===== src/hw/raster_cfg.svh =====
`ifndef RASTER_CFG_SVH
`define RASTER_CFG_SVH

// frame buffer geometry
`define RASTER_SCREEN_W   640   // pixels per row
`define RASTER_SCREEN_H   480   // rows

// input coordinates are signed 16.16
`define RASTER_FIX_W      32
`define RASTER_FRAC_BITS  16

// each pixel takes 8 bytes in the frame buffer
`define RASTER_PIX_SHIFT  3

// frame buffer byte address
`define RASTER_ADDR_W     26

`endif

===== src/hw/raster_geom_pkg.sv =====
`include "raster_cfg.svh"

package raster_geom_pkg;

    // scalar widths
    typedef logic signed [`RASTER_FIX_W-1:0] fix_t;   // 16.16 fixed point
    typedef logic signed [`RASTER_FIX_W-`RASTER_FRAC_BITS-1:0] coord_t;
    typedef logic signed [2*(`RASTER_FIX_W-`RASTER_FRAC_BITS):0] edge_t;
    typedef logic [`RASTER_ADDR_W-1:0] addr_t;

    typedef struct packed {
        fix_t x;
        fix_t y;
    } vertex_fix_t;         // vertex as given at the input

    typedef struct packed {
        coord_t x;
        coord_t y;
    } vertex_t;             // vertex on the pixel grid

    typedef struct packed {
        vertex_t v1;
        vertex_t v2;
        vertex_t v3;
        addr_t   base;      // frame buffer base
        logic    last;      // last triangle of the frame
    } tri_t;

    typedef struct packed {
        coord_t min_x;
        coord_t min_y;
        coord_t max_x;
        coord_t max_y;
    } bbox_t;

endpackage


===== src/hw/raster_ctrl_pkg.sv =====
package raster_ctrl_pkg;

    // controller states
    typedef enum logic [2:0] {
        IDLE,   // waiting for a triangle
        SETUP,  // integer vertices and box being registered
        ISSUE,  // current pixel sent to the edge pipeline
        EVAL,   // waiting for the inside result
        EMIT    // covered pixel waiting for the output register
    } ctrl_state_t;

    // pixel handed from the controller to the output register
    typedef struct packed {
        raster_geom_pkg::coord_t x;
        raster_geom_pkg::coord_t y;
    } frag_t;

endpackage


===== src/hw/raster_ctrl.sv =====
`timescale 1ns/1ns

module raster_ctrl (
    input  logic                    clock,
    input  logic                    reset,
    input  logic                    in_data_valid,
    input  logic                    last,
    input  raster_geom_pkg::coord_t cur_x,
    input  raster_geom_pkg::coord_t cur_y,
    input  logic                    eval_valid,
    input  logic                    is_inside,
    input  logic                    busy,
    input  raster_geom_pkg::tri_t   triangle,
    output logic                    capture,
    output logic                    start,
    output logic                    step,
    output logic                    eval_in,
    output logic                    load,
    output raster_ctrl_pkg::frag_t  frag,
    output logic                    stall_out,
    output logic                    done_out
);
    import raster_ctrl_pkg::*;

    ctrl_state_t state;
    ctrl_state_t next_state;
    logic        advance;       // current pixel is finished
    logic        finish;        // last pixel of the box is finished

    always_comb begin
        next_state = state;
        capture    = 1'b0;
        start      = 1'b0;
        step       = 1'b0;
        eval_in    = 1'b0;
        load       = 1'b0;
        advance    = 1'b0;
        finish     = 1'b0;

        case (state)
            IDLE: begin
                if (in_data_valid && !stall_out) begin
                    capture    = 1'b1;
                    next_state = SETUP;
                end
            end
            SETUP: begin
                start      = 1'b1;                  // walker takes the box minimum
                next_state = ISSUE;
            end
            ISSUE: begin
                eval_in    = 1'b1;
                next_state = EVAL;
            end
            EVAL: begin
                if (eval_valid) begin
                    if (is_inside)
                        next_state = EMIT;
                    else
                        advance = 1'b1;             // nothing to emit
                end
            end
            EMIT: begin
                if (!busy) begin
                    load    = 1'b1;
                    advance = 1'b1;
                end
            end
            default: next_state = IDLE;
        endcase

        // move on, or end the triangle at the bottom right corner
        if (advance) begin
            if (last) begin
                finish     = 1'b1;
                next_state = IDLE;
            end else begin
                step       = 1'b1;
                next_state = ISSUE;
            end
        end
    end

    assign frag = '{x: cur_x, y: cur_y};

    always_ff @(posedge clock or negedge reset) begin
        if (!reset) begin
            state     <= IDLE;
            stall_out <= 1'b1;                      // not ready until out of reset
            done_out  <= 1'b0;
        end else begin
            state     <= next_state;
            stall_out <= (next_state != IDLE);
            done_out  <= finish && triangle.last;   // one cycle pulse
        end
    end

endmodule


===== config.mk =====
export PLATFORM = sky130hd
export DESIGN_NAME = raster_ctrl
export DESIGN_NICKNAME = d
export VERILOG_FILES = /design/src/hw/raster_geom_pkg.sv /design/src/hw/raster_ctrl_pkg.sv /design/src/hw/raster_ctrl.sv
export VERILOG_INCLUDE_DIRS = /design/src /design/src/hw
export SDC_FILE = /design/constraint.sdc
export NUM_CORES = 1
export LEC_CHECK = 0
export BUFFER_PORTS_ARGS = -buffer_cell sky130_fd_sc_hd__buf_2
export CORE_AREA = 2 2 78 80
export DETAILED_ROUTE_END_ITERATION = 8
export DIE_AREA = 0 0 80 82
export PLACE_DENSITY = 0.47
export SYNTH_ARGS = -nofsm -noshare
export SYNTH_HDL_FRONTEND = slang
export SYNTH_SLANG_ARGS = --single-unit

===== constraint.sdc =====
create_clock -name clock -period 2.15 [get_ports clock]
set_clock_uncertainty 0.1 [all_clocks]
set_input_delay 0.1075 -clock clock [delete_from_list [all_inputs] [get_ports clock]]
set_output_delay 0.1075 -clock clock [all_outputs]
set_load 0.005 [all_outputs]

==> qor.yml <==
clkSlewWorstSetupHoldPaths_ns: 0.04
postRouteAntennaNets: 0
outcome: "completed"
synthCells: 56
areaGrowthSynthToFinish_pct: -4.08
syn_avg_cell_area_um2: 9.32
die_h_um: 82
vdd_drop_max_v: 0.000190
clk_latency_ns: 0.22
grt_pass1_wl_um: 1490
cts_max_path_buffers: 2
powerDensity_nw_per_um2: 991
slowest_stage: "or4b_4"
post_drt_wl_per_cell_um: 8.29
io_buffers: 14
path_class: "flip-flop to output pin"
cp.required_ns: 1.94
diodes: 0
syn_nets: 218
cts_buffers: 3
hp-class: "input port to flip-flop"
cts-root-buf: "clkbuf_8"
hold_start: "triangle[0]"
seq_area_frac_synth_pct: 24.2
routed-via-count: 274
viasPerCell: 2.32
die_area_um2: 6560
min_period_over_period_pct: 80.0
drv_cap: 0
hold_viol: 0
grt_usage_pct: 3.17
ys_types: 18
end_kind: "output pin"
gp_congestion: 0.606
place_inst: 113
fin_cells: 118
synth-edff-count: 0
slew_violations: 0
cpPeakStageDelay_ns: 0.60
rsz0062_at_grt: "false"
grt_max_degree: 9
yosys.area.top_type: "buf_4"
grt_antenna_before_repair: 0
tns_ns: 0
syn_area_um2: 522
ys_seq_elements: 5
cts_sinks: 5
p_leak_nw: 0.209
cp_top_family: "simple AND/OR/NAND/NOR gates"
total_power_mw: 0.496
fmax_mhz: 581
fillers: 695
tritoncts: "yes"
num_rows: 28
crit_start: "state[0]"
ys.flop_type: "dfrtp_1"
critPathArrivalTime_ns: 1.51
whs_ns: 0.0292
synthArstFlopShare_pct: 100
core_area_um2: 5750
htree_levels: 1
synth_top_area_share_pct: 46.0
routed_wl_um: 978
slew_headroom_pct: 84.0
drtIter0Drc: 7
overflow: 0
cts_setup_buffers: 0
synthTopCellsByArea: "buf_4 (46%), dfrtp_1 (19%), dfstp_2 (5.0%), nor3b_1 (4.3%), o32ai_2 (3.1%)"
setup_viol: 0
grt_pass1_vias: 308
initial_core_util_pct: 9.08
fp.dieW_um: 80
worst_setup_path_start_kind: "flip-flop"
synth.most_common_cell: "buf_4"
pin_count: 201
critPathBufInv: 1
crit_path_max_fanout: 8
ys_warn_count: 0
drc: 0
layout-drive-gt1-share_pct: 51.2
first_pass_iters: 4
nets: 206
reg2reg_from: "state[0]"
path_cells: "or4b_4 > a21oi_1 > buf_2"
post-route-min-period_ns: 1.72
tightest_slew_ns: 0.239
synth_commonest_cells: "buf_4 (32), dfrtp_1 (4), nor3b_1 (3)"
==> tightest hold or removal path, cell delays in order <==
cell	delay (ns)
buf_2	0.09
nand2_1	0.05
a21oi_1	0.05
==> path summary, 6_finish.rpt <==
check                                  to  slack [ns]  cells after the start
worst min-delay path             done_out        0.03                      3
worst min register to register   state[1]        0.54                      1
worst max register to register  stall_out        0.64                      3
worst max-delay path                 step        0.43                      3
max in group asynchronous       stall_out        1.61                      2
min in group asynchronous        state[2]        0.13                      2
==> logic make-up (layout without fill, tap and decap cells) <==
kind of cell	count (synthesis)	count (layout)	share of synthesized area, %
flip-flops	5	5	24.2
AND/OR/NAND/NOR	10	10	15.6
AO/OA/AOI/OAI	7	7	12.7
buffers and inverters	34	21	47.5
==> flip-flops by register name (all words and copies together), names as in the netlist <==
name	cells
done_out	1
state	3
stall_out	1
==> layout make-up <==
| class | count | area, um2 | area share, % |
|---|---|---|---|
| tap | 75 | 93.8 | 18.8 |
| clock buffer | 4 | 45.0 | 9.00 |
| inverter | 2 | 7.51 | 1.50 |
| sequential | 5 | 126 | 25.2 |
| multi-input combinational | 17 | 148 | 29.5 |
| timing repair buffer | 15 | 80.1 | 16.0 |
==> routing by layer <==
metal	up-vias	global-route usage (%)	wire, um
met1	130	2.88	338
li1	132	-	-
met2	12	5.00	535
met3	0	1.65	104
met4	0	3.22	0
met5	-	0	0
==> stage by stage <==
stage | setup WS (ns) | area (um2) | utilization, %
3_3_place_gp | 0.633 | 445 | 7.75
4_1_cts | 0.415 | 500 | 8.71
2_1_floorplan | 0.745 | 522 | -
6_report | 0.430 | 500 | 8.71
3_5_place_dp | 0.630 | 445 | 7.75
5_1_grt | 0.344 | 500 | 8.71
==> layout by cell type, fill, tap and decap left out <==
master	synthesis	final
a21boi_0	1	1
a21oi_1	2	2
a32o_1	1	1
and4b_1	1	1
and4bb_2	1	1
buf_2	0	14
clkbuf_1	0	1
clkbuf_8	0	3
dfrtp_1	4	4
dfstp_2	1	1
dlygate4sd3_1	0	1
inv_1	2	2
nand2_1	1	1
nand2b_1	1	1
nor2_1	1	1
nor3b_1	3	3
o2111a_1	1	1
o21bai_2	1	1
o32ai_2	1	1
or3b_1	1	1
or4b_4	1	1
==> repair_timing <==
action | 4_1_cts | 5_1_grt
endpoints found under the hold margin | 5 | 0
hold buffers | 1 | 0
endpoints found under the setup margin | 0 | 0
gates resized for setup | 0 | 0
==> report_power, final <==
part	switching (mW)	internal [mW]
combinational	0.0673	0.0879
sequential	0.0415	0.127
clock	0.0449	0.127
Power figures use the tool's default switching activity.
