===== config.mk =====
export PLATFORM = sky130hd
export DESIGN_NAME = tri_setup
export DESIGN_NICKNAME = d
export VERILOG_FILES = /design/src/hw/raster_geom_pkg.sv /design/src/hw/tri_setup.sv
export VERILOG_INCLUDE_DIRS = /design/src /design/src/hw
export SDC_FILE = /design/constraint.sdc
export NUM_CORES = 1
export LEC_CHECK = 0
export BUFFER_PORTS_ARGS = -buffer_cell sky130_fd_sc_hd__buf_2
export CORE_AREA = 4 4 156 158
export CTS_CLUSTER_DIAMETER = 50
export DETAILED_ROUTE_END_ITERATION = 8
export DIE_AREA = 0 0 160 162
export HOLD_SLACK_MARGIN = 0.02
export PLACE_DENSITY_LB_ADDON = 0.05
export SETUP_SLACK_MARGIN = 0.05
export SLEW_MARGIN = 40
export SYNTH_ARGS = -nofsm -noshare
export SYNTH_HDL_FRONTEND = slang
export SYNTH_SLANG_ARGS = --single-unit

===== constraint.sdc =====
create_clock -name clock -period 0.99 [get_ports clock]
set_input_delay 0.0495 -clock clock [delete_from_list [all_inputs] [get_ports clock]]
set_output_delay 0.0495 -clock clock [all_outputs]
set_load 0.005 [all_outputs]

===== src/hw/raster_cfg.svh =====
`ifndef RASTER_CFG_SVH
`define RASTER_CFG_SVH

// frame buffer geometry
`define RASTER_SCREEN_W   640   // pixels per row
`define RASTER_SCREEN_H   480   // rows

// input coordinates are signed 16.16
`define RASTER_FIX_W      32
`define RASTER_FRAC_BITS  16

// each pixel takes 8 bytes in the frame buffer
`define RASTER_PIX_SHIFT  3

// frame buffer byte address
`define RASTER_ADDR_W     26

`endif

===== src/hw/raster_geom_pkg.sv =====
`include "raster_cfg.svh"

package raster_geom_pkg;

    // scalar widths
    typedef logic signed [`RASTER_FIX_W-1:0] fix_t;   // 16.16 fixed point
    typedef logic signed [`RASTER_FIX_W-`RASTER_FRAC_BITS-1:0] coord_t;
    typedef logic signed [2*(`RASTER_FIX_W-`RASTER_FRAC_BITS):0] edge_t;
    typedef logic [`RASTER_ADDR_W-1:0] addr_t;

    typedef struct packed {
        fix_t x;
        fix_t y;
    } vertex_fix_t;         // vertex as given at the input

    typedef struct packed {
        coord_t x;
        coord_t y;
    } vertex_t;             // vertex on the pixel grid

    typedef struct packed {
        vertex_t v1;
        vertex_t v2;
        vertex_t v3;
        addr_t   base;      // frame buffer base
        logic    last;      // last triangle of the frame
    } tri_t;

    typedef struct packed {
        coord_t min_x;
        coord_t min_y;
        coord_t max_x;
        coord_t max_y;
    } bbox_t;

endpackage


===== src/hw/tri_setup.sv =====
`timescale 1ns/1ns
`include "raster_cfg.svh"

module tri_setup (
    input  logic                         clock,
    input  logic                         reset,
    input  logic                         capture,
    input  raster_geom_pkg::vertex_fix_t v1,
    input  raster_geom_pkg::vertex_fix_t v2,
    input  raster_geom_pkg::vertex_fix_t v3,
    input  raster_geom_pkg::addr_t       addr_in,
    input  logic                         done_in,
    output raster_geom_pkg::tri_t        triangle,
    output raster_geom_pkg::bbox_t       box
);
    import raster_geom_pkg::*;

    vertex_t iv1;
    vertex_t iv2;
    vertex_t iv3;

    // arithmetic shift drops the fraction and keeps the sign
    function automatic coord_t to_int(fix_t f);
        return coord_t'(f >>> `RASTER_FRAC_BITS);
    endfunction

    function automatic coord_t min3(coord_t a, coord_t b, coord_t c);
        coord_t m;
        m = (a < b) ? a : b;
        return (m < c) ? m : c;
    endfunction

    function automatic coord_t max3(coord_t a, coord_t b, coord_t c);
        coord_t m;
        m = (a > b) ? a : b;
        return (m > c) ? m : c;
    endfunction

    always_comb begin
        iv1.x = to_int(v1.x);
        iv1.y = to_int(v1.y);
        iv2.x = to_int(v2.x);
        iv2.y = to_int(v2.y);
        iv3.x = to_int(v3.x);
        iv3.y = to_int(v3.y);
    end

    // held until the next accepted triangle
    always_ff @(posedge clock or negedge reset) begin
        if (!reset) begin
            triangle <= '0;
            box      <= '0;
        end else if (capture) begin
            triangle <= '{v1: iv1, v2: iv2, v3: iv3, base: addr_in, last: done_in};
            box.min_x <= min3(iv1.x, iv2.x, iv3.x);
            box.min_y <= min3(iv1.y, iv2.y, iv3.y);
            box.max_x <= max3(iv1.x, iv2.x, iv3.x);
            box.max_y <= max3(iv1.y, iv2.y, iv3.y);
        end
    end

endmodule


==> summary.md <==
| Metric | Value |
|---|---|
| Post-layout util | 81.0% |
| Distinct cells, synth | 57 |
| Final WL | between 40 and 50 mm |
| Clk_skew | 0 ps |
| Area growth syn-to-layout | 76.1% |
| Share of the synthesized area in the top cell type | 44.0% |
| First-pass DRT Iterations | 5 |
| Worst Setup SP | v2[25] |
| Share of cells above drive strength 1 | between 50% and 60% |
| I/O pin cnt | 409 |
| Crit path max-delay family | compound AO/OA/AOI/OAI gates |
| Worst skew pair latency | about 440 ps |
| Seq/Total Area, Yosys | 44.0% |
| H-Tree Depth | 4 |
| DR WL/cell | ~20 µm |
| Most used cell along the critical path | a21o_1 |
| Clock Sink Count | roughly 190 |
| Critical path class | input pin to flop |
| # Max-Cap Violations | 0 |
| Ys async rst share | 100% |
| DRT iter0 DRCs | 609 |
| Hold Startpoint | v3[26] |
| Crit start category | input pin |
| Die width | roughly 160 µm |
| Most common flop cell mapped by yosys | dfrtp_1 |
| Initial Util | 46.0% |
| Worst Max-Slew Pin Slew | ~450 ps |
| Final hold vios | 0 |
| Final worst path period need | 3970 ps |
| CTS Buf Count | 17 |
| Count leader, synth | dfrtp_1 |
| # DRC | 0 |
| Setup ws final | -2980 ps |
| Top post-synthesis cells by area | dfrtp_1 44%, mux2_2 15%, ha_1 11% |
| Slew HR | ~70% |
| Overflow after GRT | 0 |
| Total Routing Usage GR | 29.7% |
| Worst path arrival time | between 4000 and 5000 ps |
| Pin count of the biggest net entering global routing | 51 |
| Final setup viols | 194 |
| Outcome | complete, but fails checks |
| FF+latch count, synth | ~190 |
| Req. time, crit path | ~1300 ps |
| First-pass GRT wire length | ~62 mm |
| Syn. warnings | 0 |
| Row cnt | 56 |
| Post-synthesis cell count | 970 |
| Area leader, netlist | dfrtp_1 |
| RSZ-0062 raised after global routing | true |
| Power Dens Cells | between 1500 and 2000 nW/µm² |
| Die area | 25900 µm² |
| Tcrit/Tclk final | 401% |
| Post-detail-place hpwl | 27.4 mm |
| Post-Syn Area | approximately 11000 µm² |
| Worst min-delay path category | input pin to flop |
| TritonCTS clock tree | built |
| Peak supply drop | roughly 1200 µV |
| GPL Wtd Cong | about 0.9 |
| # fillers | around 1.5k |
| Failing checks | negative setup slack |
| P_leak | ~9.1 nW |
| Max clock buf depth | 2 |
| RR Startpoint | box[5] |
| Initial antenna violation count | 2 |
| Final Max Tran Viols | 0 |
| Clock-pin slew on the worst setup and hold paths | 80 ps |
| Design area | roughly 19000 µm² |
| Antenna Nets Post-Route | 0 |
| Vias in the first global route | approximately 11k |
| Syn Nets | 1286 |
| CTS root buf | clkbuf_16 |
| Vias per cell | about 5.3 |
| Via count | 10.8k |
| Cell Area, Placed | 14800 µm² |
| Worst-path maximum fanout | 6 |
| Worst setup EP type | flop |
| Commonest cells in the netlist | 187 x dfrtp_1, 141 x mux2_2, 94 x ha_1 |
| Critical-path cell list | buf_6, inv_4, ha_4, a21o_1, a21o_1, a21oi_2, o22ai_2, or4b_4, xor2_4, buf_12, mux2_4, ha_4, a21o_1, a21oi_2, o21ai_2, o41ai_2, nor3b_2, mux2i_2, a31oi_4, clkbuf_16, mux2i_1, o21ai_1 |
| Max Clock Freq | around 250 MHz |
| Syn Area/Cell | 11.0 µm² |
| Nets@finish | between 2k and 2.5k |
| Buf/Inv on CP | 4 |
| Post-synth EDFFs | 0 |
| PortBufs | roughly 310 |
| Die Ht | 162 µm |
| Worst path slowest cell | or4b_4 |
| Core Box Area | between 20000 and 25000 µm² |
| CP max stage delay | slightly below 600 ps |
[cell usage in the layout, fill, tap and decap left out, types with 19 or more instances in the layout]
cell type	netlist	final
o21ai_0	57	23
mux2_2	141	138
dlygate4sd3_1	0	111
nand2_1	87	82
buf_2	3	288
buf_12	0	19
buf_4	2	305
ha_1	94	69
inv_1	88	81
dfrtp_1	187	187
ha_4	0	23
buf_6	2	35
o21ai_1	1	23
[stage by stage]
step | total power, mW | hold slack [ps] | TNS (ps) | worst slack [ps] | std cells
floorplan | 14.4 | -246 | -183100 | -3130 | 970
global placement | 18.6 | -47.7 | -209790 | -3420 | 1768
detailed placement | 18.8 | -43.1 | -212830 | -3520 | 1768
CTS | 29.0 | 20.8 | -180630 | -2870 | 1991
global route | 31.7 | 26.8 | -199470 | -3100 | 2021
finish | 30.3 | 17.1 | -185800 | -2980 | 2022
[report_power, final]
group,internal [mW],switching [mW]
registers,8.82,0.760
clock network,3.68,3.68
logic,7.52,5.86
[sequential cells by signal, indices dropped and copies added, names as in the netlist]
signal,flops
triangle,123
box,64
[path summary, 6_finish.rpt]
kind / to / cells past startpoint / slack [ps]
setup / recovery: box[43] / 22 / -2980
hold / removal: box[42] / 4 / 20
setup reg to reg: box[5] / 3 / -30
hold reg to reg: triangle[80] / 1 / 500
max in group asynchronous: triangle[116] / 3 / 350
min in group asynchronous: triangle[48] / 2 / 70
[metal layers]
layer  track usage (%)  part of all wire, %  up-vias
met5                 0                0.017        -
met4              6.37                  1.9        2
met3              6.83                  6.9       49
met2              48.4                   48      388
met1              41.0                   43     5321
li1                  -                    -     5018
[cell families (layout without fill, tap and decap cells)]
logic type / after synthesis / after routing / share of synthesized area, %
AO/OA/AOI/OAI: 194 / 194 / 13.0
XOR/XNOR: 1 / 1 / 0.259
adder cells (fa/ha/maj): 94 / 94 / 11.1
buffers and inverters: 136 / 896 / 5.05
flip-flops: 187 / 187 / 44.0
multiplexers: 172 / 172 / 18.3
other: 0 / 2 / 0
AND/OR/NAND/NOR: 186 / 186 / 8.25
[timing repair]
item / 4_1_cts / 5_1_grt
hold buffers: 110 / 1
gates resized for setup: 148 / 96
hold endpoints to repair: 298 / 1
setup endpoints to repair: 251 / 251
gates cloned: 9 / 1
buffers inserted: 73 / 35
pin swaps: 42 / 45
[worst register-to-register path: cells and delay by family, from the launching register on]
kind | cells | cell delay (ps)
buffers and inverters | 1 | 160
DFF | 1 | 430
AOI/OAI and AO/OA | 2 | 320
[area by class of cell]
cell class,instances,area [µm²],area share (%)
flip-flops and latches,187,4680,25.0
clock buffers,17,425,2.27
diodes,2,5.00,0.0267
clock inverters,15,195,1.04
inverters,88,357,1.90
well taps,290,363,1.94
multi-input cells,647,6720,35.9
repair buffers,776,5980,31.9
Note: power is estimated with default switching activity, not from simulation.
