## config.mk

```make
export PLATFORM = sky130hd
export DESIGN_NAME = frag_out
export DESIGN_NICKNAME = d
export VERILOG_FILES = /design/src/hw/raster_geom_pkg.sv /design/src/hw/raster_ctrl_pkg.sv /design/src/hw/frag_out.sv
export VERILOG_INCLUDE_DIRS = /design/src /design/src/hw
export SDC_FILE = /design/constraint.sdc
export NUM_CORES = 1
export LEC_CHECK = 0
export ABC_CLOCK_PERIOD_IN_PS = 1200
export BUFFER_PORTS_ARGS = -buffer_cell sky130_fd_sc_hd__buf_2
export CAP_MARGIN = 20
export CORE_MARGIN = 2
export CORE_UTILIZATION = 45
export DETAILED_ROUTE_END_ITERATION = 16
export GPL_TIMING_DRIVEN = 0
export HOLD_SLACK_MARGIN = 0.02
export PLACE_DENSITY_LB_ADDON = 0.15
export SYNTH_ARGS = -nofsm -noshare
export SYNTH_HDL_FRONTEND = slang
export SYNTH_SLANG_ARGS = --single-unit
```

## constraint.sdc

```tcl
create_clock -name clock -period 1.2 [get_ports clock]
set_input_delay 0.24 -clock clock [delete_from_list [all_inputs] [get_ports clock]]
set_output_delay 0.24 -clock clock [all_outputs]
set_load 0.02 [all_outputs]
```

## src/hw/raster_cfg.svh

```systemverilog
`ifndef RASTER_CFG_SVH
`define RASTER_CFG_SVH

// frame buffer geometry
`define RASTER_SCREEN_W   640   // pixels per row
`define RASTER_SCREEN_H   480   // rows

// input coordinates are signed 16.16
`define RASTER_FIX_W      32
`define RASTER_FRAC_BITS  16

// each pixel takes 8 bytes in the frame buffer
`define RASTER_PIX_SHIFT  3

// frame buffer byte address
`define RASTER_ADDR_W     26

`endif
```

## src/hw/raster_geom_pkg.sv

```systemverilog
`include "raster_cfg.svh"

package raster_geom_pkg;

    // scalar widths
    typedef logic signed [`RASTER_FIX_W-1:0] fix_t;   // 16.16 fixed point
    typedef logic signed [`RASTER_FIX_W-`RASTER_FRAC_BITS-1:0] coord_t;
    typedef logic signed [2*(`RASTER_FIX_W-`RASTER_FRAC_BITS):0] edge_t;
    typedef logic [`RASTER_ADDR_W-1:0] addr_t;

    typedef struct packed {
        fix_t x;
        fix_t y;
    } vertex_fix_t;         // vertex as given at the input

    typedef struct packed {
        coord_t x;
        coord_t y;
    } vertex_t;             // vertex on the pixel grid

    typedef struct packed {
        vertex_t v1;
        vertex_t v2;
        vertex_t v3;
        addr_t   base;      // frame buffer base
        logic    last;      // last triangle of the frame
    } tri_t;

    typedef struct packed {
        coord_t min_x;
        coord_t min_y;
        coord_t max_x;
        coord_t max_y;
    } bbox_t;

endpackage

```

## src/hw/raster_ctrl_pkg.sv

```systemverilog
package raster_ctrl_pkg;

    // controller states
    typedef enum logic [2:0] {
        IDLE,   // waiting for a triangle
        SETUP,  // integer vertices and box being registered
        ISSUE,  // current pixel sent to the edge pipeline
        EVAL,   // waiting for the inside result
        EMIT    // covered pixel waiting for the output register
    } ctrl_state_t;

    // pixel handed from the controller to the output register
    typedef struct packed {
        raster_geom_pkg::coord_t x;
        raster_geom_pkg::coord_t y;
    } frag_t;

endpackage

```

## src/hw/frag_out.sv

```systemverilog
`timescale 1ns/1ns
`include "raster_cfg.svh"

module frag_out (
    input  logic                   clock,
    input  logic                   reset,
    input  logic                   load,
    input  raster_ctrl_pkg::frag_t frag,
    input  raster_geom_pkg::tri_t  triangle,
    input  logic                   stall_in,
    output raster_geom_pkg::addr_t addr_out,
    output logic                   output_valid,
    output logic                   busy
);
    import raster_geom_pkg::*;

    addr_t pix_idx;
    addr_t next_addr;

    // byte address of the pixel in the frame buffer
    always_comb begin
        pix_idx   = addr_t'(frag.y) * addr_t'(`RASTER_SCREEN_W) + addr_t'(frag.x);
        next_addr = triangle.base + (pix_idx << `RASTER_PIX_SHIFT);
    end

    always_ff @(posedge clock) begin
        if (load)
            addr_out <= next_addr;              // held while stalled
    end

    always_ff @(posedge clock or negedge reset) begin
        if (!reset)
            output_valid <= 1'b0;
        else if (load)
            output_valid <= 1'b1;
        else if (!stall_in)
            output_valid <= 1'b0;               // consumed this cycle
    end

    // a held fragment that is not taken this cycle blocks the next one
    assign busy = output_valid && stall_in;

endmodule

```

==> metrics.txt <==
status=finished with violations; failing checks=setup timing; Vias/cell=5.28; core footprint=6830 µm²; PortBufs=89; Final min period=4220 ps; PwrDens=about 1900 nW/µm²; slew of the pin with the lowest slew margin=599 ps; Pint=approximately 5 mW; DRT Pass-1 Iters=4; Buf/Inv on CP=3; sequential element share of the synthesized area=0.251; post-synthesis mux area share=0; Max H-tree Level=1; Post-Route WL=7.18 mm; die area=7810 µm²; n_diodes=0; cts bufs inserted=3; Peak VDD IR=1160 µV; main combinational cell family by area after synthesis=adder cells; switching portion of total power=0.433; max cap viols=0; placed cell area=just over 4000 µm²; clk_skew=0 ps; #FFs+latches synth=27; GRT Total Usage=0.178; hold depth=1; Clk network pwr share=0.059; Reg2Reg Depth=2; Worst EP required=around 1200 ps; CTS max path bufs=2; part of the power in combinational logic=0.759; Post-Synth Adder-Cell Area=0.272; Post-synth top flop=edfxtp_1; largest net degree at the start of global routing=28; Hold Crit Endpoint=addr_out[1]; final setup vio count=17; WS Path Type=in2reg; r2r setup slk=310 ps; max incr delay on CP=approximately 460 ps; Pwr Total=8.82 mW; Layout area overhead=48.2%; critical path depth in cells=23; Final ANT Viol Nets=0; data arrival time at the worst-slack endpoint=4250 ps; die width=88.4 µm; Syn Nets=562; R2R Path Start=output_valid; period utilization=3.52; Switch Pwr=3.82 mW; HP Class=in2reg; most used cell, CP=a21oi_2; synthesized-area fraction occupied by ao, oa, aoi and oai cells=0.218; crit path max fanout=3; hold violation count in the final report=0; Yosys Warn Count=0; first-pass GRT wire length=11.3 mm; RSZ-0062 raised after global routing=true; simple-gate share of the synthesized area=0.119; # fillers=563; Syn Std Cell Area=3210 µm²; Slew HR=0.601; drt drc=0; gpl congestion=about 0.85; CTS tree=done; worst setup margin=-3020 ps; top cells by area, synth=ha_1 (25%), edfxtp_1 (24%), xnor2_1 (8.5%), a21oi_1 (4.1%), nor2_1 (3.0%); LEAKAGE=2.03 nW; Netlist cell types=just under 50; initial antenna violation count=0; number of DRC markers in iteration 0=83; gr ovfl total=0; vias in the first global route=2,709; Root Driver=clkbuf_8; Seq pwr share=0.182; delay-heaviest family, CP=compound AO/OA/AOI/OAI gates; Die H=88.4 µm; CP startpoint kind=primary input; worst skew pair latency=270 ps; hold wc startpoint=triangle[2]; Mapped Cells=~340; share of the synthesized area in the top cell type=0.254; EDFF count, synth=26; post-synthesis async set-or-reset flop share=0.0370; # clock sinks=27; Critical R2R Capture=output_valid; Avg Inst Size Synth=roughly 9.6 µm²; post-route cell area=approximately 4700 µm²; worst-path cell chain=buf_8, ha_4, ha_4, buf_4, a21o_1, a21o_1, a21oi_2, inv_1, a21oi_2, xnor2_1, ha_1, nand2_2, nor3b_2, a221o_1, a211oi_2, or3b_2, o311ai_2, ha_1, a21oi_2, nand2_1, o21ai_2, xor2_1, xnor3_1; top cell type by total area after synthesis=ha_1; Via Count=roughly 3,000; Slew Viols, Final=0; Rows=30; post-synthesis xor/xnor area fraction=0.119; crit end category=flop; initial core utilization=0.469; layout cell share with drive strength beyond 1=0.489; CP max stage cell=or3b_2; Max Fclk=237 MHz; WL/cell=13.0 µm; clk slew on worst S/H paths=90 ps; fin nets=about 690; I/O pins=between 150 and 200; post-detail-place hpwl=5.55 mm
-- cell type report --
class                           count  area (µm²)  area share
Timing Repair Buffer              119         753       0.159
Inverter                           17        66.3      0.0140
Multi-Input combinational cell    291        2960       0.623
Clock buffer                        3        41.3     0.00869
Clock inverter                      1        5.00     0.00105
Tap cell                           96         120      0.0253
Sequential cell                    27         806       0.170
-- timing repair --
action / 4_1_cts / 5_1_grt
gates cloned: 0 / 0
setup buffers: 23 / 6
endpoints found under the setup margin: 18 / 20
pin swaps: 43 / 25
gates resized for setup: 49 / 35
hold buffers: 1 / 0
hold endpoints to repair: 1 / 0
-- metrics by stage --
stage          utilization  TNS (ps)  std cells  setup WS [ps]  hold slack, ps
6_report             0.695    -29390        554          -3020             137
5_1_grt              0.695    -31400        554          -3230             122
4_1_cts              0.664    -28660        548          -3080             130
3_5_place_dp         0.597    -35210        520          -3520            15.8
3_3_place_gp         0.597    -34680        520          -3460            15.1
2_1_floorplan            -    -28220        335          -2990           -55.6
-- cell families after synthesis --
group	after synthesis
AOI/OAI and AO/OA	100
and+or+nand+nor	81
adders and majority gates	68
xor gates and xnor gates	42
DFF	27
buffers and inverters	17
-- cell usage after synthesis (2+ instances only) --
library cell / instances
nand2_1: 20
inv_1: 17
nor3_1: 11
fa_1: 3
ha_1: 65
o21ai_0: 15
a211oi_1: 5
nor2b_1: 5
a2111oi_0: 4
o21bai_1: 2
nand4_1: 2
o211ai_1: 2
o21a_1: 9
a31oi_1: 4
a41oi_1: 2
nand2b_1: 4
nand3_1: 6
a21o_1: 10
a21oi_1: 26
nor2_1: 26
o21ai_1: 4
xor2_1: 10
a221oi_1: 2
edfxtp_1: 26
xnor2_1: 31
-- power by group through the flow --
stage          registers (mW)  clock network (mW)  logic, mW
2_1_floorplan            2.04                   0       3.58
3_3_place_gp             1.62                   0       4.98
6_report                 1.61               0.518       6.70
3_5_place_dp             1.63                   0       5.06
5_1_grt                  1.63               0.566       7.29
4_1_cts                  1.61               0.537       6.14
-- cells in the final DEF, fill, tap and decap left out, types with 3 or more instances in the layout --
master    Yosys  layout
inv_2         0       4
buf_6         0      12
ha_4          0      21
nor3_1       11       7
o21a_1        9       9
clkbuf_8      0       3
nor2b_1       5       3
a21oi_1      26      14
a21oi_2       1      10
o21ai_1       4       4
fa_2          0       3
a21o_1       10      10
a21oi_4       0       3
nor2_2        0       4
o21ai_0      15       8
nand2_2       0       5
a211oi_2      1       4
o21ai_2       0       7
xnor2_1      31      29
nor3_2        0       3
nor2_1       26      21
nand2_1      20      14
nand3_1       6       5
nand2b_1      4       4
ha_2          0       5
buf_4         0      23
xor2_1       10       8
ha_1         65      39
edfxtp_1     26      26
buf_2         0      81
inv_1        17      12
-- layer usage --
metal  part of all wire  GRT usage
met5                  0          0
met4             0.0074     0.0220
met3              0.053     0.0345
met2               0.49      0.324
met1               0.45      0.225
-- worst reg2reg max path, stage by stage, from the launching register on --
cell     delay (ps)
dfrtp_1         380
and2_4          140
or2_2           260
-- registers in the layout, summed over array words and instances, names as in the netlist --
name,count
addr_out,26
output_valid,1
-- how the worst max path moves through the flow --
| stage | to | slack (ps) | startpoint |
|---|---|---|---|
| after detailed placement | addr_out[25] | -3520 | frag[1] |
| after CTS | addr_out[25] | -3080 | frag[1] |
| after global placement | addr_out[25] | -3460 | frag[1] |
| final | addr_out[25] | -3020 | frag[3] |
| after global routing | addr_out[25] | -3230 | frag[1] |
| after floorplan | addr_out[25] | -2990 | frag[3] |
Note: power is estimated with default switching activity, not from simulation.
