`src/hw/raster_cfg.svh`:
```
`ifndef RASTER_CFG_SVH
`define RASTER_CFG_SVH

// frame buffer geometry
`define RASTER_SCREEN_W   640   // pixels per row
`define RASTER_SCREEN_H   480   // rows

// input coordinates are signed 16.16
`define RASTER_FIX_W      32
`define RASTER_FRAC_BITS  16

// each pixel takes 8 bytes in the frame buffer
`define RASTER_PIX_SHIFT  3

// frame buffer byte address
`define RASTER_ADDR_W     26

`endif
```
`src/hw/raster_geom_pkg.sv`:
```
`include "raster_cfg.svh"

package raster_geom_pkg;

    // scalar widths
    typedef logic signed [`RASTER_FIX_W-1:0] fix_t;   // 16.16 fixed point
    typedef logic signed [`RASTER_FIX_W-`RASTER_FRAC_BITS-1:0] coord_t;
    typedef logic signed [2*(`RASTER_FIX_W-`RASTER_FRAC_BITS):0] edge_t;
    typedef logic [`RASTER_ADDR_W-1:0] addr_t;

    typedef struct packed {
        fix_t x;
        fix_t y;
    } vertex_fix_t;         // vertex as given at the input

    typedef struct packed {
        coord_t x;
        coord_t y;
    } vertex_t;             // vertex on the pixel grid

    typedef struct packed {
        vertex_t v1;
        vertex_t v2;
        vertex_t v3;
        addr_t   base;      // frame buffer base
        logic    last;      // last triangle of the frame
    } tri_t;

    typedef struct packed {
        coord_t min_x;
        coord_t min_y;
        coord_t max_x;
        coord_t max_y;
    } bbox_t;

endpackage

```
`src/hw/pixel_walker.sv`:
```
`timescale 1ns/1ns

module pixel_walker (
    input  logic                    clock,
    input  logic                    reset,
    input  logic                    start,
    input  logic                    step,
    input  raster_geom_pkg::bbox_t  box,
    output raster_geom_pkg::coord_t cur_x,
    output raster_geom_pkg::coord_t cur_y,
    output logic                    last
);
    import raster_geom_pkg::*;

    coord_t next_x;
    coord_t next_y;

    // scan order is left to right, then down one row
    always_comb begin
        if (cur_x == box.max_x) begin
            next_x = box.min_x;                 // wrap to the next row
            next_y = cur_y + coord_t'(1);
        end else begin
            next_x = cur_x + coord_t'(1);
            next_y = cur_y;
        end
    end

    always_ff @(posedge clock or negedge reset) begin
        if (!reset) begin
            cur_x <= '0;
            cur_y <= '0;
        end else if (start) begin
            cur_x <= box.min_x;                 // top left corner of the box
            cur_y <= box.min_y;
        end else if (step) begin
            cur_x <= next_x;
            cur_y <= next_y;
        end
    end

    // bottom right corner ends the scan
    assign last = (cur_x == box.max_x) && (cur_y == box.max_y);

endmodule

```
`config.mk`:
```
export PLATFORM = sky130hd
export DESIGN_NAME = pixel_walker
export DESIGN_NICKNAME = d
export VERILOG_FILES = /design/src/hw/raster_geom_pkg.sv /design/src/hw/pixel_walker.sv
export VERILOG_INCLUDE_DIRS = /design/src /design/src/hw
export SDC_FILE = /design/constraint.sdc
export NUM_CORES = 1
export LEC_CHECK = 0
export ABC_CLOCK_PERIOD_IN_PS = 3200
export BUFFER_PORTS_ARGS = -buffer_cell sky130_fd_sc_hd__clkbuf_2
export CAP_MARGIN = 20
export CELL_PAD_IN_SITES_DETAIL_PLACEMENT = 1
export CELL_PAD_IN_SITES_GLOBAL_PLACEMENT = 2
export CORE_UTILIZATION = 29
export DETAILED_ROUTE_END_ITERATION = 6
export MAX_ROUTING_LAYER = met4
export PLACE_DENSITY_LB_ADDON = 0.1
export RECOVER_POWER = 50
export SYNTH_ARGS = -nofsm -noshare
export SYNTH_HDL_FRONTEND = slang
export SYNTH_SLANG_ARGS = --single-unit
```
`constraint.sdc`:
```
create_clock -name clock -period 3.2 [get_ports clock]
set_input_delay 0 -clock clock [delete_from_list [all_inputs] [get_ports clock]]
set_output_delay 0 -clock clock [all_outputs]
set_load 0.05 [all_outputs]
```
==> impl_metrics.csv, run 1 <==
group,metric,value,unit
clock_tree,cts_setup_buffers,0,
global_routing,wire_length_of_the_first_global_routing_pass,13.3,mm
job,timing.max_cap.violations,1,
floorplanning,rows,33,
timing,fin_tns_setup,0,ps
detailed_routing,drt-vias-per-instance,5.27,
yosys,postSynth.topFlopCell,"dfrtp_1",
critical_path,critPathKind,"flop to flop",
yosys,synth_edf_count,0,
floorplanning,chipWidth,93.6,um
timing,finalHoldViolCount,0,
detailed_routing,first_pass_drt_iterations,4,
timing,finalHoldWorstSlack,36.9,ps
power,power.density,423,mW/mm2
clock_tree,cts.reportedPaths.clkPinSlew,80,ps
cells_and_area,insertedDiodeCount,0,
status,result_of_the_run,"complete, but fails checks",
critical_path,worst-endpoint-arrival,2440,ps
floorplanning,start_util,0.298,
cells_and_area,num-fill-cells,991,
cells_and_area,drive_above_1_share,0.264,
cells_and_area,layout_common_cells,"clkbuf_2, xor2_1, dfrtp_1, nor2_1, nand2_1",
power,power.sequential.fraction,0.385,
power,ir_worst_vdd,0.113,mV
detailed_routing,initialDrtViolationCount,104,
critical_path,cp_data_required_time,3430,ps
yosys,post_syn_nets,357,
timing,timing.fmax,451,MHz
yosys,netlist.top_cell.by_area,"dfrtp_1",
timing,finalSetupViolCount,0,
power,power.combinational.fraction,0.372,
power,power.static_leakage,1.39,nW
yosys,share_of_synthesized_flip_flops_with_an_asynchronous_set_or_reset,1.00,
timing,period_share,0.692,
clock_tree,cts_buffer_depth,2,
yosys,yosys.cell_types.count,41,
global_routing,globalRoute.totalOverflow,0,
power,intPower,0.795,mW
place,gp_routability_congestion,0.823,
clock_tree,cts.sink_count,32,
floorplanning,die_area,0.00877,mm2
global_routing,first_global_vias,2528,
clock_tree,cts_tree,"yes",
detailed_routing,routed_wirelength,8.34,mm
power,switching_power,0.605,mW
place,detailedPlacementHpwl,6.07,mm
timing,timing.final.crit_period,2210,ps
detailed_routing,antenna_left,0,
global_routing,antenna_found_initial,0,
global_routing,grt.total_usage,0.204,
yosys,synth-seq-cells,32,
clock_tree,worstSkewPairLatency,300,ps
floorplanning,dieHeight,93.6,um
detailed_routing,drcViolationCount,0,
timing,worst-slew-pin-transition,1920,ps
critical_path,crit_path_start_kind,"flop",
floorplanning,core_area,0.00818,mm2
timing,timing.clock.skew,11.1,ps
critical_path,crit_fanout,35,
cells_and_area,seq_area,801,um2
worst_hold_path,timing.hold.worst.class,"input port to flop",
clock_tree,tritoncts.num_buffers,5,
cells_and_area,finalNetCount,471,
yosys,synth.top_cells.by_area,"dfrtp_1, xor2_1, nor2_1",
status,failed_checks,"max-capacitance violations, max-slew violations",
floorplanning,ios,101,
detailed_routing,via_count,2671,
power,clock_power_share,0.242,
global_routing,pin_count_of_the_biggest_net_entering_global_routing,36,
clock_tree,cts_root_buf,"clkbuf_8",
yosys,yosysWarningCount,0,
yosys,synth_area,0.00243,mm2
clock_tree,cts-htree-levels,2,
power,power.switching_fraction,0.432,
yosys,post_synth_inst_count,287,
cells_and_area,mostFrequentLayoutCell,"clkbuf_2",
critical_path,worstSetupEndpointType,"flop",
timing,max_slew_margin,-0.280,
timing,unrepaired_setup_endpoints_after_global_routing,"false",
yosys,synth.yosys.seq_area_share,0.329,
yosys,postSynthAreaPerCell,8.48,um2
yosys,synth_largest_type_area_fraction,0.329,
timing,slew_viol_final,33,
cells_and_area,area_overhead_of_the_layout_relative_to_synthesis,35.8,%
cells_and_area,multiInputGateArea,0.00150,mm2
place,place.port_buffers,100,
detailed_routing,detail_route.wl_per_cell,16.5,um
-- Yosys cell counts (all sizes together), types with 3 or more instances --
| library cell | count |
|---|---|
| and4 | 4 |
| a31oi | 16 |
| clkbuf | 14 |
| nor3 | 5 |
| o31ai | 11 |
| nand2 | 26 |
| dfrtp | 32 |
| o21ai | 8 |
| xor2 | 33 |
| or4 | 11 |
| nand4 | 7 |
| a21oi | 11 |
| nor4 | 13 |
| nor2 | 27 |
| inv | 9 |
| nand3 | 11 |
| a2bb2oi | 3 |
| mux2 | 4 |
| o22a | 6 |
| buf | 7 |
| and3 | 3 |
| or3 | 4 |
-- critical path, cell delays in order (launching register included) --
cell,delay [ps]
dfrtp_1,460
xor2_1,220
nor4_2,350
nand4_2,130
buf_4,260
or4_1,550
a31oi_1,170
-- registers in the layout (all words and copies together), names as in the netlist --
| signal | count |
|---|---|
| cur_x | 16 |
| cur_y | 16 |
-- logic make-up after synthesis --
family / share of synthesized area
and+or+nand+nor: 0.265
AOI/OAI and AO/OA: 0.195
xor gates and xnor gates: 0.119
DFF: 0.329
buffers and inverters: 0.0555
muxes: 0.0267
adders and majority gates: 0.0103
-- path summary, 6_finish.rpt --
path                                  startpoint  slack (ps)  depth (start not counted)               endpoint
min reg2reg                cur_x[15]$_DFFE_PN0P_         620                          1  cur_x[15]$_DFFE_PN0P_
max                         cur_x[1]$_DFFE_PN0P_         990                          6  cur_y[10]$_DFFE_PN0P_
max reg2reg                 cur_x[1]$_DFFE_PN0P_         990                          6  cur_y[10]$_DFFE_PN0P_
max in group asynchronous                  reset        1320                          2   cur_x[8]$_DFFE_PN0P_
min in group asynchronous                  reset         770                          2   cur_x[2]$_DFFE_PN0P_
min                                      box[35]          40                          4   cur_y[3]$_DFFE_PN0P_
-- final cells by class --
class                   count  share of cell area
clock buffers               6              0.0250
clock inverters             2             0.00303
inverters                   9              0.0102
multi-input cells         225               0.453
flip-flops and latches     32               0.242
well taps                 105              0.0397
repair buffers            128               0.227
-- routing by layer --
layer	part of all wire	routed length [um]	vias up	GRT usage
li1	-	-	1302	-
met1	0.49	4080	1297	0.288
met2	0.46	3850	64	0.308
met3	0.039	328	8	0.0285
met4	0.0093	78	0	0.0462
met5	0	0	-	-
-- power groups by stage --
stage               clock network (mW)  logic, mW  registers (mW)
detailed placement                   0      0.506           0.547
CTS                              0.351      0.532           0.539
finish                           0.339      0.521           0.539
global placement                     0      0.503           0.547
floorplan                            0      0.214           0.674
global route                     0.368      0.563           0.552
-- metrics by stage --
stage	total power [mW]	setup slack [ps]	area, um2	utilization	cells
finish	1.40	985	3310	0.405	507
global route	1.48	760	3310	0.405	507
CTS	1.42	973	3330	0.407	507
detailed placement	1.05	992	3000	0.366	475
global placement	1.05	1050	3000	0.366	475
floorplan	0.888	770	2430	-	287
-- timing repair --
item                       in CTS  in global routing
hold buffers                   24                  0
setup endpoints to repair       0                  0
gates resized for setup         0                  0
hold endpoints to repair       55                  0
No activity file was read; power rests on OpenSTA's default activity.
==> run 2: changes to the inputs <==
ABC_AREA = 1   (was default)
ABC_CLOCK_PERIOD_IN_PS = 1900   (was 3200)
CORE_UTILIZATION = 23   (was 29)
clock period = 1.9 ns   (was 3.2 ns; I/O delays follow)
==> impl_metrics.csv, run 2 <==
group,metric,value,unit
worst_hold_path,timing.hold.worst.class,"input port to flop",
floorplanning,die_area,0.0127,mm2
global_routing,globalRoute.totalOverflow,0,
detailed_routing,initialDrtViolationCount,128,
timing,finalSetupViolCount,0,
yosys,synth_simple_gate_area_share,0.448,
clock_tree,cts_buffer_depth,2,
detailed_routing,routed_wirelength,10.4,mm
status,result_of_the_run,"complete, but fails checks",
timing,timing.final.crit_period,1780,ps
place,place.port_buffers,100,
worst_hold_path,hold_path_end,"cur_x[14]$_DFFE_PN0P_",
timing,finalHoldWorstSlack,15.7,ps
timing,timing.clock.skew,6.72,ps
yosys,postSynth.topFlopCell,"dfrtp_1",
cells_and_area,area_overhead_of_the_layout_relative_to_synthesis,38.4,%
yosys,yosysMostFrequentCell,"nand2_1",
cells_and_area,layoutNonFillerInstCount,737,
critical_path,r2r_path_start,"cur_y[1]$_DFFE_PN0P_",
global_routing,grt.total_usage,0.178,
critical_path,critical_path.max_stage_delay,460,ps
timing,timing.fmax,563,MHz
critical_path,critPathKind,"flop to output pin",
yosys,synth-seq-cells,32,
timing,max_slew_margin,0.462,
clock_tree,cts.reportedPaths.clkPinSlew,60,ps
cells_and_area,reg_top3,"cur_x x16, cur_y x16",
timing,finalHoldViolCount,0,
yosys,synthTopCellsByCount,"nand2_1, inv_1, nand3_1, nor2_1, dfrtp_1",
yosys,post_syn_nets,533,
detailed_routing,drcViolationCount,2,
cells_and_area,insertedDiodeCount,0,
yosys,compound_gate_fraction_of_synth_area,0.0492,
cells_and_area,mostFrequentLayoutCell,"nand2_1",
yosys,post_synth_inst_count,463,
detailed_routing,via_count,3279,
detailed_routing,antenna_left,0,
floorplanning,rows,40,
yosys,synth_adder_area_share,0.00887,
yosys,netlist.top_cell.by_area,"dfrtp_1",
critical_path,cp_data_required_time,1900,ps
yosys,synth_area,0.00282,mm2
place,place_inst,722,
clock_tree,tritoncts.num_buffers,5,
yosys,share_of_synthesized_flip_flops_with_an_asynchronous_set_or_reset,1.00,
critical_path,r2r_slack,190,ps
yosys,synth-xor-area-share,0.0838,
worst_hold_path,min_from,"box[62]",
yosys,combinational_family_with_the_most_area_after_synthesis,"simple AND/OR/NAND/NOR gates",
place,gp_routability_congestion,0.761,
yosys,synth_largest_type_area_fraction,0.284,
global_routing,pin_count_of_the_biggest_net_entering_global_routing,27,
yosys,synth_edf_count,0,
clock_tree,cts-htree-levels,2,
critical_path,crit_fanout,6,
cells_and_area,finalNetCount,659,
detailed_routing,first_pass_drt_iterations,7,
power,power.static_leakage,2.16,nW
critical_path,crit_slowest_cell,"dfrtp_1",
critical_path,crit_path_start_kind,"flop",
cells_and_area,drive_above_1_share,0.273,
clock_tree,worstSkewPairLatency,280,ps
job,timing.max_cap.violations,0,
floorplanning,ios,101,
clock_tree,cts_tree,"yes",
detailed_routing,drt-vias-per-instance,4.45,
yosys,synth.top_cells.by_area,"dfrtp_1, nand2_1, nand3_1",
place,detailedPlacementHpwl,8.12,mm
global_routing,wire_length_of_the_first_global_routing_pass,17.1,mm
timing,period_share,0.935,
yosys,yosysWarningCount,0,
power,power.density,830,mW/mm2
timing,worst-slew-pin-transition,807,ps
clock_tree,cts_root_buf,"clkbuf_16",
timing,unrepaired_setup_endpoints_after_global_routing,"false",
yosys,synth.area.mux_share,0.0177,
yosys,postSynthAreaPerCell,6.10,um2
detailed_routing,detail_route.wl_per_cell,14.1,um
critical_path,r2r-end,"cur_y[10]$_DFFE_PN0P_",
floorplanning,core_area,0.0120,mm2
worst_hold_path,hold-path-cell-count,5,
clock_tree,cts.sink_count,32,
yosys,synth.yosys.seq_area_share,0.284,
critical_path,ordered_list_of_cells_on_the_worst_path,"xor2_1 > nor4_2 > buf_4 > nand2_4 > nor2_4 > buf_8",
critical_path,timing.critical_path.from,"cur_y[6]$_DFFE_PN0P_",
cells_and_area,layout_common_cells,"nand2_1, clkbuf_2, inv_1, nand3_1, nor2_1",
status,failed_checks,"design-rule violations",
yosys,yosys.cell_types.count,26,
critical_path,worstSetupEndpointType,"output pin",
critical_path,worst-endpoint-arrival,1780,ps
floorplanning,start_util,0.235,
timing,slew_viol_final,0,
global_routing,antenna_found_initial,0,
global_routing,first_global_vias,3281,
floorplanning,chipWidth,113,um
power,ir_worst_vdd,0.292,mV
floorplanning,dieHeight,113,um
critical_path,reg2reg_depth,11,
run 2: critical path: cells and delay by family, from the launching register on:
| family | cells | cell delay (ps) |
|---|---|---|
| flip-flops | 1 | 460 |
| buffers and inverters | 2 | 330 |
| XOR/XNOR | 1 | 200 |
| AND/OR/NAND/NOR | 3 | 500 |
run 2: cell families (layout without fill, tap and decap cells):
logic type	count (synthesis)	in the layout
adder cells (fa/ha/maj)	2	2
AND/OR/NAND/NOR	301	301
buffers and inverters	75	202
AO/OA/AOI/OAI	21	21
flip-flops	32	32
XOR/XNOR	27	27
multiplexers	5	5
run 2: final cells by class:
class / instances / area [um2]
clock buffer: 6 / 129
clock inverter: 2 / 35.0
fill: 1572 / 8110
inverter: 61 / 229
multi-input combinational: 356 / 1750
sequential: 32 / 815
tap: 147 / 184
timing repair buffer: 133 / 761
run 2: worst max path at each step:
stage	depth (start not counted)	slack (ps)	end
2_1_floorplan	13	20	cur_y[3]$_DFFE_PN0P_
3_3_place_gp	10	130	cur_y[10]$_DFFE_PN0P_
3_5_place_dp	11	60	cur_y[7]$_DFFE_PN0P_
4_1_cts	7	-20	last
5_1_grt	11	0.4	cur_y[10]$_DFFE_PN0P_
6_report	6	120	last
run 2: repair_timing:
action,in CTS,in global routing
setup endpoints to repair,1,20
buffers inserted,4,2
gates resized for setup,11,10
endpoints found under the hold margin,20,0
hold buffers,1,0
pin swaps,4,1
run 2: layer usage:
layer / up-vias / part of all wire / GRT usage
met5: - / 0 / -
met4: 0 / 0.0062 / 0.0293
met3: 8 / 0.038 / 0.0214
met2: 69 / 0.45 / 0.284
met1: 1521 / 0.51 / 0.246
li1: 1681 / - / -
run 2: stage by stage:
step	util	power (mW)	TNS [ps]	area, um2	worst slack (ps)
final	0.325	3.24	0	3910	124
after global routing	0.325	3.47	0	3910	0.411
after CTS	0.324	3.29	-17.4	3890	-17.4
after detailed placement	0.305	2.29	0	3660	61.1
after global placement	0.305	2.27	0	3660	126
after floorplan	-	1.83	0	2830	23.8
run 2: report_power, final:
| part | switching [mW] | total [mW] | internal, mW |
|---|---|---|---|
| sequential | 0.139 | 0.932 | 0.793 |
| combinational | 0.913 | 1.36 | 0.452 |
| clock | 0.328 | 0.946 | 0.618 |
